### config.mk
export PLATFORM = sky130hd
export DESIGN_NAME = fabricEgress
export DESIGN_NICKNAME = d
export VERILOG_FILES = /design/src/fabricPkg.sv /design/src/memMapPkg.sv /design/src/fabricEgress.sv /design/src/transFifo.sv
export SDC_FILE = /design/constraint.sdc
export NUM_CORES = 1
export LEC_CHECK = 0
export ABC_AREA = 0
export BUFFER_PORTS_ARGS = -buffer_cell sky130_fd_sc_hd__buf_2
export CORE_UTILIZATION = 51
export CTS_CLUSTER_DIAMETER = 50
export DETAILED_ROUTE_END_ITERATION = 8
export GPL_ROUTABILITY_DRIVEN = 0
export PLACE_DENSITY = 0.75
export SYNTH_ARGS = -nofsm -noshare
export SYNTH_HDL_FRONTEND = slang
export SYNTH_SLANG_ARGS = --single-unit
### constraint.sdc
create_clock -name Clock -period 13.3 [get_ports Clock]
set_input_delay 1.33 -clock Clock [delete_from_list [all_inputs] [get_ports Clock]]
set_output_delay 1.33 -clock Clock [all_outputs]
set_load 0.005 [all_outputs]
### src/fabricPkg.sv
// Fabric transaction types
`default_nettype none

package fabricPkg;

   //==================================================
   // Field types
   //==================================================
   typedef logic [7:0]  tileIdT;   // Tile number, 0 is local
   typedef logic [31:0] addrT;     // Byte address
   typedef logic [31:0] dataT;     // Data word
   typedef logic [3:0]  byteEnT;   // One enable per byte

   // Transaction kinds, 2'b00 never appears on the fabric
   typedef enum logic [1:0] {
      WR     = 2'b01,
      RD     = 2'b10,
      RD_RSP = 2'b11
   } opcodeT;

   //==================================================
   // Packed transaction word
   //==================================================
   // Layout from LSB up is id, opcode, data, address
   localparam int ID_LSB   = 0;
   localparam int OPC_LSB  = ID_LSB + $bits(tileIdT);
   localparam int DATA_LSB = OPC_LSB + $bits(opcodeT);
   localparam int ADDR_LSB = DATA_LSB + $bits(dataT);
   localparam int TRANS_W  = ADDR_LSB + $bits(addrT);   // 74 bits

   typedef logic [TRANS_W-1:0] transWordT;

endpackage

`default_nettype wire

### src/memMapPkg.sv
// Tile memory map
`default_nettype none

package memMapPkg;

   //==================================================
   // Address fields
   //==================================================
   localparam int TILE_MSB   = 31;   // Target tile
   localparam int TILE_LSB   = 24;
   localparam int REGION_MSB = 23;   // Memory region inside the tile
   localparam int REGION_LSB = 16;

   // Regions as seen from the fabric
   localparam logic [7:0] IMEM_REGION = 8'h00;
   localparam logic [7:0] DMEM_REGION = 8'h01;

   //==================================================
   // Memories
   //==================================================
   localparam int MEM_ADDR_W = 10;   // 1024 words each
   localparam int INDEX_LSB  = 2;    // Word index starts above the byte offset

   typedef logic [MEM_ADDR_W-1:0] memIndexT;

   localparam logic [31:0] WHO_AM_I_ADDR = 32'h00FF_FFFF;   // Returns the tile id

   localparam int FIFO_DEPTH = 2;    // Both egress queues

endpackage

`default_nettype wire

### src/fabricEgress.sv
// Fabric egress arbiter
`default_nettype none
`timescale 1ns/1ns

module fabricEgress
   import fabricPkg::*;
(
   input  logic      Clock,
   input  logic      rstN,
   input  logic      rspPush,
   input  transWordT rspWord,
   input  logic      reqPush,
   input  transWordT reqWord,
   input  logic      fabReady,
   output logic      reqFull,
   output logic      coreMemReady,
   // Fabric out
   output logic      outFabricValid,
   output addrT      outFabricAddress,
   output dataT      outFabricData,
   output opcodeT    outFabricOpcode,
   output tileIdT    outFabricRequestorId
);

   transWordT rspHead, reqHead, grantWord;
   logic rspEmpty, reqEmpty, rspAlmostFull;
   logic rspCand, reqCand, rspGrant, reqGrant;
   logic reqFirst;   // Round-robin priority, 0 favours responses

   //==================================================
   // Queues
   //==================================================
   transFifo rspFifo (
      .Clock (Clock), .rstN (rstN),
      .push (rspPush), .pushWord (rspWord), .pop (rspGrant), .popWord (rspHead),
      .full (), .almostFull (rspAlmostFull), .empty (rspEmpty)
   );

   transFifo reqFifo (
      .Clock (Clock), .rstN (rstN),
      .push (reqPush), .pushWord (reqWord), .pop (reqGrant), .popWord (reqHead),
      .full (reqFull), .almostFull (), .empty (reqEmpty)
   );

   // One-entry margin covers the response pipeline lag
   assign coreMemReady = !rspAlmostFull;

   //==================================================
   // Arbiter
   //==================================================
   assign rspCand  = !rspEmpty && fabReady;
   assign reqCand  = !reqEmpty && fabReady;
   assign rspGrant = rspCand && (!reqCand || !reqFirst);
   assign reqGrant = reqCand && (!rspCand || reqFirst);

   always_ff @(posedge Clock) begin
      if (!rstN)         reqFirst <= 1'b0;
      else if (rspGrant) reqFirst <= 1'b1;   // Winner goes to the back
      else if (reqGrant) reqFirst <= 1'b0;
   end

   assign outFabricValid = rspGrant || reqGrant;
   assign grantWord      = rspGrant ? rspHead :
                           reqGrant ? reqHead : '0;

   // Unpack the winner
   assign outFabricAddress     = grantWord[ADDR_LSB +: $bits(addrT)];
   assign outFabricData        = grantWord[DATA_LSB +: $bits(dataT)];
   assign outFabricOpcode      = opcodeT'(grantWord[OPC_LSB +: $bits(opcodeT)]);
   assign outFabricRequestorId = grantWord[ID_LSB +: $bits(tileIdT)];

endmodule

`default_nettype wire

### src/transFifo.sv
// Transaction queue
`default_nettype none
`timescale 1ns/1ns

module transFifo
   import fabricPkg::*;
   import memMapPkg::*;
(
   input  logic      Clock,
   input  logic      rstN,
   input  logic      push,
   input  transWordT pushWord,
   input  logic      pop,
   output transWordT popWord,
   output logic      full,
   output logic      almostFull,
   output logic      empty
);

   transWordT entries [FIFO_DEPTH];
   logic [$clog2(FIFO_DEPTH)-1:0]   wrPtr, rdPtr;
   logic [$clog2(FIFO_DEPTH+1)-1:0] count;   // Occupied entries
   logic doPush, doPop;

   assign doPush = push && !full;   // Guarded, sources respect full
   assign doPop  = pop && !empty;

   always_ff @(posedge Clock) begin
      if (!rstN) begin
         wrPtr <= '0;
         rdPtr <= '0;
         count <= '0;
      end else begin
         if (doPush) wrPtr <= (wrPtr == FIFO_DEPTH-1) ? '0 : wrPtr + 1'b1;
         if (doPop)  rdPtr <= (rdPtr == FIFO_DEPTH-1) ? '0 : rdPtr + 1'b1;
         case ({doPush, doPop})
            2'b10:   count <= count + 1'b1;
            2'b01:   count <= count - 1'b1;
            default: count <= count;   // Both or neither
         endcase
      end
   end

   always_ff @(posedge Clock) begin
      if (doPush) entries[wrPtr] <= pushWord;
   end

   assign popWord    = entries[rdPtr];   // Head shown ahead of pop
   assign full       = count == FIFO_DEPTH;
   assign almostFull = count >= FIFO_DEPTH-1;
   assign empty      = count == 0;

endmodule

`default_nettype wire
==> reports/qor.yml <==
yosys:
  synth_compound_area_frac: 0.0760
  ys_ff_latch: 307
  muxShareOfSynthArea: 0.125
  synth-simple-area-share: 0.00989
  synthXorXnorAreaFrac: 0.00365
  synth.distinct_cells: 29
  syn_inst: 614
  syn-num-nets: 771
  synthTopCellsByArea: "edfxtp_1 74%, mux2i_1 12%, o22ai_2 6.2%"
  yosysTopAreaCell: "edfxtp_1"
  syn_area_mm2: 0.0120
  ys_seq_area_frac: 0.758
  synth_top_area_frac: 0.740
  synth_adder_area_share: 0.00417
  yosys_warnings: 0
  avgSynthCellArea_um2: 19.6
  synth_top_family_by_area: "multiplexers"
run:
  maxCapViolations: 0
sta:
  slew_violations: 0
  period_minus_slack_ns: 4.47
  fmaxAchievable_ghz: 0.224
  period_share: 0.336
  hold_viol_final: 0
  rsz0062_at_grt: "no"
  fin_ws_ns: 8.83
  slew_headroom: 0.179
  tightest_slew_ns: 1.23
  setup_violations: 0
  fin_tns_setup_ns: 0
  fin_hold_ws_ns: 0.473
  skew_ns: 0.00770
placement:
  hpwl_mm: 14.3
  place_area_mm2: 0.0134
  dp_worst_setup_slack_ns: 8.86
  io_buffers: 229
  placedCellCount: 1130
cts:
  clkSinkCount: 307
  clk_pin_slew_worst_paths_ns: 0.06
  post-cts-setup-buffer-count: 0
  clock_path_buffers: 3
  clk_latency_ns: 0.54
  cts_root_buffer: "clkbuf_16"
  cts_made_buffers: 31
  htreeDepth: 1
  ctsResizeCount: 0
  cts-hold-fix-buffers: 0
  cts_tree: "done"
setup_path:
  crit_chain: "buf_2 > o221ai_4 > buf_4 > buf_4 > o22ai_2 > buf_2"
  crit_cells: 6
  crit_end: "outFabricAddress[26]"
  reg2regPathDepth: 8
  max_stage_delay_ns: 0.60
  critPathCaptureType: "output port"
  cp_top_family: "buffers and inverters"
  cpMaxStageDelayCell: "buf_4"
  r2r_slack_ns: 10.64
  critPathLaunch: "fabReady"
  worst_setup_path_start_kind: "input port"
  reg2reg_to: "rspFifo.count[0]"
  critPathBufInv: 4
  cp_data_arrival_time_ns: 3.14
  path_class: "input port to output port"
  crit_path_max_fanout: 43
  required_ns: 11.97
  r2r-start: "rspFifo.count[0]"
global_route:
  gr-total-overflow: 0
  antenna_found_initial: 6
  grt_pass1_vias: 6398
  grt_max_degree: 76
  grt_util_all_layers: 0.192
  grt_pass1_wl_mm: 35.2
route:
  num_vias: 6263
  avgRoutedWirePerCell_um: 19.6
  routed_wl_mm: 23.3
  dr.first_iter.drc_count: 291
  viasPerCell: 5.26
  dr.pass1.iters: 4
  ant_nets: 0
  drc: 0
cells_and_area:
  drive_above_1_share: 0.402
  finalCoreUtilization: 0.633
  mostFrequentLayoutCells: "296 x edfxtp_1, 229 x buf_2, 150 x mux2i_1"
  final_cells: 1191
  syn2layout_area_growth_pct: 20.5
  final_common_cell: "edfxtp_1"
  fin_nets: 1007
  design_area_mm2: 0.0145
pwr:
  leakage_nw: 5.14
  peakVddDrop_uv: 142
  p_per_area_mw_per_mm2: 202
  finalPower_mw: 2.93
die:
  io_pins: 230
  num_rows: 55
  die_x_um: 155
  start_util: 0.526
  core_mm2: 0.0228
  dieArea_mm2: 0.0242
  die_h_um: 155
worst_hold_path:
  hp-class: "flop to flop"
status:
  status: "finished, final reports clean"
-- flip-flops by register name, indices dropped and copies added (netlist names), named ones only --
signal,cells
reqFifo.entries,148
rspFifo.entries,148
reqFifo.count,2
rspFifo.count,2
reqFifo.rdPtr,1
reqFifo.wrPtr,1
reqFirst,1
rspFifo.rdPtr,1
rspFifo.wrPtr,1
-- worst min-delay path, cell delays in order (launching register included) --
cell     delay, ns
dfxtp_1       0.30
nand2_1       0.07
mux2i_1       0.06
-- power by group --
part	total [mW]	internal (mW)	leakage (nW)	switching, mW
Clock	0.886	0.546	0.510	0.340
Combinational	0.735	0.323	1.76	0.412
Sequential	1.30	1.23	2.86	0.0736
Total	2.93	2.10	5.13	0.826
-- synthesized netlist by cell type --
cell type	number
or3_1	2
edfxtp_1	296
o22ai_1	14
and3_1	1
a21oi_1	1
buf_6	11
nand2b_1	3
xnor2_1	5
o21a_1	1
nor2b_1	1
dfxtp_1	11
clkbuf_1	1
inv_1	5
o221ai_2	1
nor3b_1	1
nand2_1	3
ha_1	4
o21ai_1	1
nor2_1	3
buf_4	4
o21ai_0	4
inv_2	3
buf_2	18
a21boi_0	1
and2_1	6
nand3b_1	1
mux2i_1	150
a21boi_1	2
o22ai_2	60
-- layout make-up --
cell class | instances | area (um2)
Fill cell | 1660 | 8370
Sequential cell | 307 | 9120
Tap cell | 313 | 392
Clock buffer | 43 | 861
Clock inverter | 13 | 195
Antenna cell | 5 | 12.5
Multi-Input combinational cell | 265 | 2660
Inverter | 8 | 31.3
Timing Repair Buffer | 237 | 1210
-- per-layer routing --
| layer | part of all wire | GRT usage | up-vias |
|---|---|---|---|
| li1 | - | - | 2950 |
| met1 | 0.43 | 0.250 | 3080 |
| met2 | 0.48 | 0.323 | 190 |
| met3 | 0.065 | 0.0471 | 39 |
| met4 | 0.020 | 0.0500 | 4 |
| met5 | 0.00069 | 0 | - |
-- worst min-delay path by stage --
stage | start | endpoint | slack (ns) | cells after the start
detailed placement | rspFifo.rdPtr | flop | 0.47 | 2
global placement | rspFifo.rdPtr | flop | 0.45 | 2
CTS | rspFifo.rdPtr | flop | 0.48 | 2
global route | rspFifo.rdPtr | rspFifo.rdPtr | 0.50 | 2
finish | rspFifo.rdPtr | flop | 0.47 | 2
floorplan | rspFifo.rdPtr | flop | 0.45 | 2
-- cells by family (layout without fill, tap and decap cells) --
| family | Yosys count | after routing |
|---|---|---|
| compound gates | 85 | 85 |
| xor+xnor | 5 | 5 |
| fa+ha+maj | 4 | 4 |
| buf+inv | 42 | 301 |
| flops | 307 | 307 |
| mux | 150 | 150 |
| other cells | 0 | 5 |
| simple gates | 21 | 21 |
No activity file was read; power rests on OpenSTA's default activity.
