File: config.mk
export PLATFORM = sky130hd
export DESIGN_NAME = fabricIngress
export DESIGN_NICKNAME = d
export VERILOG_FILES = /design/src/fabricPkg.sv /design/src/memMapPkg.sv /design/src/fabricIngress.sv
export SDC_FILE = /design/constraint.sdc
export NUM_CORES = 1
export LEC_CHECK = 0
export ABC_AREA = 1
export BUFFER_PORTS_ARGS = -buffer_cell sky130_fd_sc_hd__buf_2
export CAP_MARGIN = 5
export CORE_AREA = 2 2 92 94
export CTS_BUF_LIST = sky130_fd_sc_hd__clkbuf_4
export DETAILED_ROUTE_END_ITERATION = 10
export DIE_AREA = 0 0 94 96
export GPL_TIMING_DRIVEN = 0
export PLACE_DENSITY = 0.56
export SYNTH_ARGS = -nofsm -noshare
export SYNTH_HDL_FRONTEND = slang
export SYNTH_SLANG_ARGS = --single-unit
File: constraint.sdc
create_clock -name Clock -period 1.1 [get_ports Clock]
set_clock_uncertainty 0.05 [all_clocks]
set_input_delay 0.055 -clock Clock [delete_from_list [all_inputs] [get_ports Clock]]
set_output_delay 0.055 -clock Clock [all_outputs]
set_load 0.02 [all_outputs]
File: src/fabricPkg.sv
// Fabric transaction types
`default_nettype none

package fabricPkg;

   //==================================================
   // Field types
   //==================================================
   typedef logic [7:0]  tileIdT;   // Tile number, 0 is local
   typedef logic [31:0] addrT;     // Byte address
   typedef logic [31:0] dataT;     // Data word
   typedef logic [3:0]  byteEnT;   // One enable per byte

   // Transaction kinds, 2'b00 never appears on the fabric
   typedef enum logic [1:0] {
      WR     = 2'b01,
      RD     = 2'b10,
      RD_RSP = 2'b11
   } opcodeT;

   //==================================================
   // Packed transaction word
   //==================================================
   // Layout from LSB up is id, opcode, data, address
   localparam int ID_LSB   = 0;
   localparam int OPC_LSB  = ID_LSB + $bits(tileIdT);
   localparam int DATA_LSB = OPC_LSB + $bits(opcodeT);
   localparam int ADDR_LSB = DATA_LSB + $bits(dataT);
   localparam int TRANS_W  = ADDR_LSB + $bits(addrT);   // 74 bits

   typedef logic [TRANS_W-1:0] transWordT;

endpackage

`default_nettype wire

File: src/memMapPkg.sv
// Tile memory map
`default_nettype none

package memMapPkg;

   //==================================================
   // Address fields
   //==================================================
   localparam int TILE_MSB   = 31;   // Target tile
   localparam int TILE_LSB   = 24;
   localparam int REGION_MSB = 23;   // Memory region inside the tile
   localparam int REGION_LSB = 16;

   // Regions as seen from the fabric
   localparam logic [7:0] IMEM_REGION = 8'h00;
   localparam logic [7:0] DMEM_REGION = 8'h01;

   //==================================================
   // Memories
   //==================================================
   localparam int MEM_ADDR_W = 10;   // 1024 words each
   localparam int INDEX_LSB  = 2;    // Word index starts above the byte offset

   typedef logic [MEM_ADDR_W-1:0] memIndexT;

   localparam logic [31:0] WHO_AM_I_ADDR = 32'h00FF_FFFF;   // Returns the tile id

   localparam int FIFO_DEPTH = 2;    // Both egress queues

endpackage

`default_nettype wire

File: src/fabricIngress.sv
// Incoming fabric decode
`default_nettype none
`timescale 1ns/1ns

module fabricIngress
   import fabricPkg::*;
   import memMapPkg::*;
(
   input  logic      Clock,
   input  tileIdT    localTileId,
   // Fabric in
   input  logic      inFabricValid,
   input  addrT      inFabricAddress,
   input  dataT      inFabricData,
   input  opcodeT    inFabricOpcode,
   input  tileIdT    inFabricRequestorId,
   // Memory side
   output logic      iWrEn,
   output logic      dWrEn,
   output memIndexT  fabIndex,
   input  dataT      iRdData,
   input  dataT      dRdData,
   // Response queue
   output logic      rspPush,
   output transWordT rspWord,
   output logic      rspArrived
);

   logic iHitQ503H, dHitQ503H;   // Region decode
   logic wrReqQ503H, rdReqQ503H;
   logic iHitQ504H, dHitQ504H;
   addrT rspAddrQ504H;
   tileIdT rspIdQ504H;
   dataT rspDataQ504H;

   assign iHitQ503H  = inFabricAddress[REGION_MSB:REGION_LSB] == IMEM_REGION;
   assign dHitQ503H  = inFabricAddress[REGION_MSB:REGION_LSB] == DMEM_REGION;
   assign wrReqQ503H = inFabricValid && (inFabricOpcode == WR);
   assign rdReqQ503H = inFabricValid && (inFabricOpcode == RD);
   assign rspArrived = inFabricValid && (inFabricOpcode == RD_RSP);   // Qualified downstream

   assign iWrEn    = iHitQ503H && wrReqQ503H;
   assign dWrEn    = dHitQ503H && wrReqQ503H;
   assign fabIndex = inFabricAddress[INDEX_LSB +: MEM_ADDR_W];   // Also the read address

   // Response header follows the memory read by one cycle
   always_ff @(posedge Clock) begin
      rspPush      <= rdReqQ503H;
      iHitQ504H    <= iHitQ503H;
      dHitQ504H    <= dHitQ503H;
      rspAddrQ504H <= {inFabricRequestorId, inFabricAddress[TILE_LSB-1:0]};   // Back to sender
      rspIdQ504H   <= localTileId;
   end

   assign rspDataQ504H = iHitQ504H ? iRdData :
                         dHitQ504H ? dRdData : '0;   // Unknown region reads zero

   assign rspWord = {rspAddrQ504H, rspDataQ504H, RD_RSP, rspIdQ504H};

endmodule

`default_nettype wire

==> run_results.csv, run 1 <==
group,metric,value,unit
drt,drc,0,
synthesis,yosysMostFrequentCell,"nand2_1",
setup_path,cpPeakStageDelay,410,ps
synthesis,netlist_instances,187,
placed_design,pre_cts_slack,-44.9,ps
synthesis,ys_types,12,
synthesis,ys_seq_elements,43,
floorplan,fp-row-count,33,
drt,drt_wl_total,6630,um
pwr,p_leak,1.88,nW
setup_path,crit_top_cell,"buf_6",
setup_path,cp_data_required_time,1000,ps
drt,drtAntennaViolNets,0,
clock_tree,clockRootBuffer,"clkbuf_4",
placed_design,dp_hpwl,4480,um
clock_tree,cts_sinks,43,
clock_tree,htreeDepth,2,
drt,routed_via_density,3.94,
global_route,grt_pass1_wl,9650,um
global_route,grt-ovfl-total,0,
floorplan,dieArea,0.00902,mm2
timing,hold_viol,0,
setup_path,critPathLaunchType,"flop",
synthesis,yosys_warnings,0,
synthesis,synth_top_area_share,55.5,%
final_layout,syn_to_final_growth,132,%
timing,period_share,123,%
timing,max_freq,741,MHz
placed_design,port_buffers,193,
synthesis,async_flop_share,0,%
drt,drtIter0Drc,19,
floorplan,die-height,96,um
setup_path,critPathSlowestCell,"dfxtp_4",
drt,vias,2113,
clock_tree,clock_path_buffers,2,
global_route,grt_max_degree,14,
setup_path,end_kind,"output pin",
timing,min_period,1350,ps
final_layout,diodes,0,
global_route,grt_use_total,13.9,%
run_status,status,"complete, but fails checks",
timing,setup_slack,-249,ps
synthesis,synth.area.top_cells,"dfxtp_1, nand2_1, nand3_1, buf_4, buf_6",
clock_tree,numCtsBuffers,5,
flow_run,maxCapViolCount,0,
floorplan,die-width,94,um
setup_path,crit_path_max_fanout,7,
pwr,ir_drop,0.000937,V
synthesis,syn_area,0.00155,mm2
floorplan,coreArea,0.00805,mm2
clock_tree,cts_tree,"done",
global_route,grt_pass1_vias,2197,
final_layout,final_util,44.7,%
worst_hold_path,worstHoldPathType,"in -> reg",
timing,slew_viol_final,0,
drt,wl_per_cell,12.4,um
timing,tns,-7500,ps
final_layout,nets,579,
timing,rsz0062_at_grt,"yes",
synthesis,synthTopCellsByCount,"nand2_1, dfxtp_1, nand3_1",
placed_design,gp_congestion,0.709,
synthesis,ys_seq_area_share,55.5,%
floorplan,ios,236,
floorplan,initial_core_util,19.3,%
drt,dr.pass1.iters,4,
synthesis,syn_avg_cell_area,8.29,um2
synthesis,synth_flop_cell,"dfxtp_1",
final_layout,fillCellCount,761,
synthesis,synth_enable_flop_cells,0,
setup_path,path_cells,"inv_8 > buf_6 > nand3_2 > nand2_2 > buf_6",
final_layout,drive_gt1_share,62.6,%
clock_tree,clk_pin_slew,120,ps
setup_path,crit_arrival,1240,ps
setup_path,worstSetupPathType,"reg -> out",
timing,setup_violations,32,
synthesis,yosys.area.top_type,"dfxtp_1",
run_status,violations,"setup timing",
global_route,antenna_found_initial,0,
pwr,power_density,842,mW/mm2
==> path summary, 6_finish.rpt <==
kind                 from           to  slack [ps]  depth (start not counted)
min   inFabricAddress[16]    dHitQ504H           4                          5
max             iHitQ504H  rspWord[14]        -250                          5
==> cell type report <==
type                       count  area, um2  share of cell area (%)
tap                          105        131                    3.65
sequential                    43        868                    24.1
inverter                       7       33.8                   0.939
timing repair buffer         237       1660                    46.2
clock buffer                   5       37.5                    1.04
multi-input combinational    116        661                    18.4
clock inverter                 2       13.8                   0.383
buffer                        21        191                    5.32
==> registers in the layout (all words and copies together), names as in the netlist <==
register,count
rspAddrQ504H,32
rspIdQ504H,8
dHitQ504H,1
iHitQ504H,1
rspPush,1
==> per-stage QoR <==
step	area, um2	hold slack [ps]	instances	total power, mW
finish	3600	3.90	536	3.03
global route	3600	44.3	536	3.20
CTS	3500	-0.928	540	3.06
detailed placement	2650	109	486	2.19
global placement	2650	107	486	2.18
floorplan	1550	32.7	188	1.89
==> power breakdown <==
group	leakage (nW)	internal, mW	total [mW]	switching (mW)
combinational	1.48	0.349	0.649	0.300
clock	0.0310	0.238	0.731	0.493
sequential	0.363	1.63	1.65	0.0186
==> critical path: cells and delay by family, from the launching register on <==
kind / cells / cell delay (ps)
buffers and inverters: 3 / 340
DFF: 1 / 410
and+or+nand+nor: 2 / 150
==> repair_timing <==
action,in CTS,in global routing
buffers inserted,0,1
endpoints found under the hold margin,43,3
pin swaps,16,22
hold buffers,45,3
setup endpoints to repair,32,40
cloned,3,0
resized for setup,104,35
==> layout by cell type (no fill, tap or decap) <==
cell / Yosys / final
nand3_1: 32 / 8
dfxtp_4: 0 / 2
nor2_1: 9 / 9
buf_2: 3 / 147
clkbuf_4: 0 / 5
inv_8: 0 / 1
inv_1: 6 / 6
nand2_1: 71 / 48
buf_6: 7 / 44
buf_4: 12 / 21
dlymetal6s4s_1: 0 / 1
dfxtp_1: 43 / 41
nor3_1: 1 / 1
clkinv_4: 0 / 1
conb_1: 1 / 2
clkinv_2: 0 / 1
dlygate4sd3_1: 0 / 45
nand2_2: 0 / 23
nand3_2: 1 / 25
==> cell families after synthesis <==
kind of cell	Yosys count	synth area share [%]
buffers and inverters	29	13.6
flip-flops	43	55.5
other	1	0.242
AND/OR/NAND/NOR	114	30.7
==> per-layer routing <==
metal | up-vias | track usage (%) | share of wire [%]
li1 | 1053 | - | -
met4 | 0 | 4.23 | 1.2
met5 | - | 0 | 0
met1 | 931 | 13.6 | 36
met2 | 123 | 27.8 | 54
met3 | 6 | 4.15 | 9.3
Power figures use the tool's default switching activity.
==> run 2, diff against run 1 <==
--- a/config.mk
+++ b/config.mk
@@ -5,15 +5,15 @@
 export SDC_FILE = /design/constraint.sdc
 export NUM_CORES = 1
 export LEC_CHECK = 0
-export ABC_AREA = 1
 export BUFFER_PORTS_ARGS = -buffer_cell sky130_fd_sc_hd__buf_2
 export CAP_MARGIN = 5
-export CORE_AREA = 2 2 92 94
+export CORE_AREA = 2 2 91 93
 export CTS_BUF_LIST = sky130_fd_sc_hd__clkbuf_4
 export DETAILED_ROUTE_END_ITERATION = 10
-export DIE_AREA = 0 0 94 96
+export DIE_AREA = 0 0 93 95
 export GPL_TIMING_DRIVEN = 0
-export PLACE_DENSITY = 0.56
+export MAX_ROUTING_LAYER = met4
+export PLACE_DENSITY = 0.55
 export SYNTH_ARGS = -nofsm -noshare
 export SYNTH_HDL_FRONTEND = slang
 export SYNTH_SLANG_ARGS = --single-unit
==> run_results.csv, run 2 <==
group,metric,value,unit
run_status,status,"complete, but fails checks",
run_status,violations,"hold timing, setup timing",
setup_path,critPathSlowestCell,"dfxtp_4",
final_layout,nets,493,
setup_path,crit_path_max_fanout,10,
drt,drtIter0Drc,25,
final_layout,diodes,0,
synthesis,syn_area,0.00135,mm2
clock_tree,numCtsBuffers,5,
pwr,p_sw,0.822,mW
timing,slew_viol_final,0,
drt,vias,1794,
timing,rsz0062_at_grt,"yes",
clock_tree,clock_path_buffers,2,
floorplan,fp-row-count,33,
synthesis,yosysMostFrequentCell,"dfxtp_1",
final_layout,final_common_cell,"buf_2",
setup_path,crit_top_cell,"buf_6",
floorplan,ios,236,
drt,routed_via_density,3.98,
clock_tree,cts_sinks,43,
floorplan,coreArea,0.00793,mm2
synthesis,yosys_warnings,0,
clock_tree,cts_tree,"done",
timing,max_freq,684,MHz
setup_path,path_delay_family,"flip-flops",
floorplan,die-width,93,um
drt,dr.pass1.iters,4,
global_route,grt-ovfl-total,0,
synthesis,synth_flop_cell,"dfxtp_1",
timing,setup_violations,34,
timing,period_share,133,%
drt,drt_wl_total,5670,um
setup_path,path_depth,4,
synthesis,ys_types,18,
placed_design,gp_congestion,0.663,
clock_tree,clk_pin_slew,130,ps
timing,setup_slack,-363,ps
worst_hold_path,holdPathStages,1,
synthesis,ys_seq_area_share,63.6,%
timing,hold_viol,5,
drt,wl_per_cell,12.6,um
global_route,grt_use_total,11.8,%
final_layout,final_cells,451,
synthesis,synth.area.top_cells,"dfxtp_1, a22o_1, buf_4, buf_2, clkbuf_1",
pwr,p_sw_share,27.0,%
synthesis,async_flop_share,0,%
synthesis,netlist_instances,110,
floorplan,initial_core_util,17.1,%
timing,whs,-224,ps
setup_path,critPathLaunchType,"flop",
floorplan,die-height,95,um
final_layout,syn_to_final_growth,136,%
synthesis,synthTopCellsByCount,"dfxtp_1, a22o_1, buf_4",
final_layout,largest_reg_flops,32,
final_layout,largestRegisters,"rspAddrQ504H: 32 flops, rspIdQ504H: 8 flops",
drt,drtAntennaViolNets,0,
pwr,power_density,954,mW/mm2
final_layout,drive_gt1_share,63.9,%
final_layout,final_cell_mix,"buf_2, dlygate4sd3_1, dfxtp_1",
setup_path,path_cells,"nor2b_4 > buf_6 > a22o_1 > buf_6",
global_route,grt_max_degree,15,
setup_path,worstSetupPathType,"reg -> out",
synthesis,synth_top_area_share,63.6,%
setup_path,cpPeakStageDelay,390,ps
setup_path,end_kind,"output pin",
flow_run,maxCapViolCount,0,
worst_hold_path,worstHoldPathType,"in -> reg",
synthesis,syn_avg_cell_area,12.3,um2
setup_path,crit_arrival,1360,ps
placed_design,dp_hpwl,4120,um
drt,drc,0,
timing,min_period,1460,ps
final_layout,top_register,"rspAddrQ504H",
pwr,ir_drop,0.000705,V
placed_design,port_buffers,193,
synthesis,synth_enable_flop_cells,0,
global_route,grt_pass1_vias,1673,
pwr,intPower,2.22,mW
global_route,grt_pass1_wl,7820,um
pwr,p_leak,1.64,nW
pwr,p_seq_share,54.2,%
clock_tree,clockRootBuffer,"clkbuf_4",
placed_design,place_inst,409,
synthesis,ys_seq_elements,43,
final_layout,fillCellCount,800,
setup_path,critPathBufInv,2,
global_route,antenna_found_initial,0,
synthesis,yosys.area.top_type,"dfxtp_1",
pwr,comb_power_share,20.7,%
setup_path,cp_data_required_time,1000,ps
clock_tree,htreeDepth,2,
pwr,pwr-share-clk,25.1,%
floorplan,dieArea,0.00884,mm2
-- run 2: changes by cell type in the layout (fill, tap and decap cells not counted), sizes merged, moves of 2 or more --
cell,change
buf,-9
a22o,+31
clkbuf,+2
dlygate4sd3,-4
nand3,-33
nor2,-7
or4,+2
nand2,-68
inv,-6
-- run 2: kinds of logic (layout without fill, tap and decap cells) --
logic type / Yosys count / after routing / synth area share [%]
buf+inv: 19 / 254 / 8.87
compound gates: 32 / 32 / 20.4
flops: 43 / 43 / 63.6
simple gates: 15 / 15 / 6.84
other cells: 1 / 2 / 0.277
-- run 2: worst paths after layout --
path,startpoint,to,slack [ps]
worst max-delay path,iHitQ504H,rspWord[28],-360
worst min-delay path,inFabricAddress[19],rspAddrQ504H[19],-220
-- run 2: final cells by class --
cell class / instances / area [um2] / share of cell area (%)
Clock inverter: 3 / 17.5 / 0.549
Sequential cell: 43 / 866 / 27.1
Timing Repair Buffer: 228 / 1580 / 49.6
Multi-Input combinational cell: 49 / 417 / 13.0
Clock buffer: 5 / 37.5 / 1.18
Buffer: 18 / 141 / 4.43
Tap cell: 105 / 131 / 4.11
-- run 2: power groups by stage --
stage	clock (mW)	sequential, mW	combinational [mW]
floorplan	0	1.80	0.0935
global placement	0	1.69	0.499
detailed placement	0	1.69	0.504
CTS	0.815	1.65	0.621
global route	0.875	1.66	0.677
finish	0.763	1.65	0.631
-- run 2: metrics by stage --
step	TNS [ps]	setup slack [ps]	util [%]	power, mW	area (um2)
2_1_floorplan	-1670	-63.0	-	1.89	1380
3_3_place_gp	-9220	-321	31.3	2.19	2480
3_5_place_dp	-8990	-316	31.3	2.19	2480
4_1_cts	-12200	-402	39.7	3.09	3150
5_1_grt	-13300	-440	40.3	3.21	3190
6_report	-11030	-363	40.3	3.05	3190
-- run 2: metal layers --
layer / vias up / global-route usage, % / wire length [um]
li1: 851 / - / -
met1: 806 / 11.7 / 1970
met2: 130 / 22.2 / 3010
met3: 7 / 3.11 / 609
met4: 0 / 4.04 / 71
met5: - / - / 0
-- run 2: timing repair --
action                                 in CTS  in global routing
buffers inserted                            2                  0
hold buffers                               40                  2
setup endpoints to repair                  34                 44
resized for setup                          69                 24
endpoints found under the hold margin      43                  6
cloned                                      0                  0
pin swaps                                   2                  2
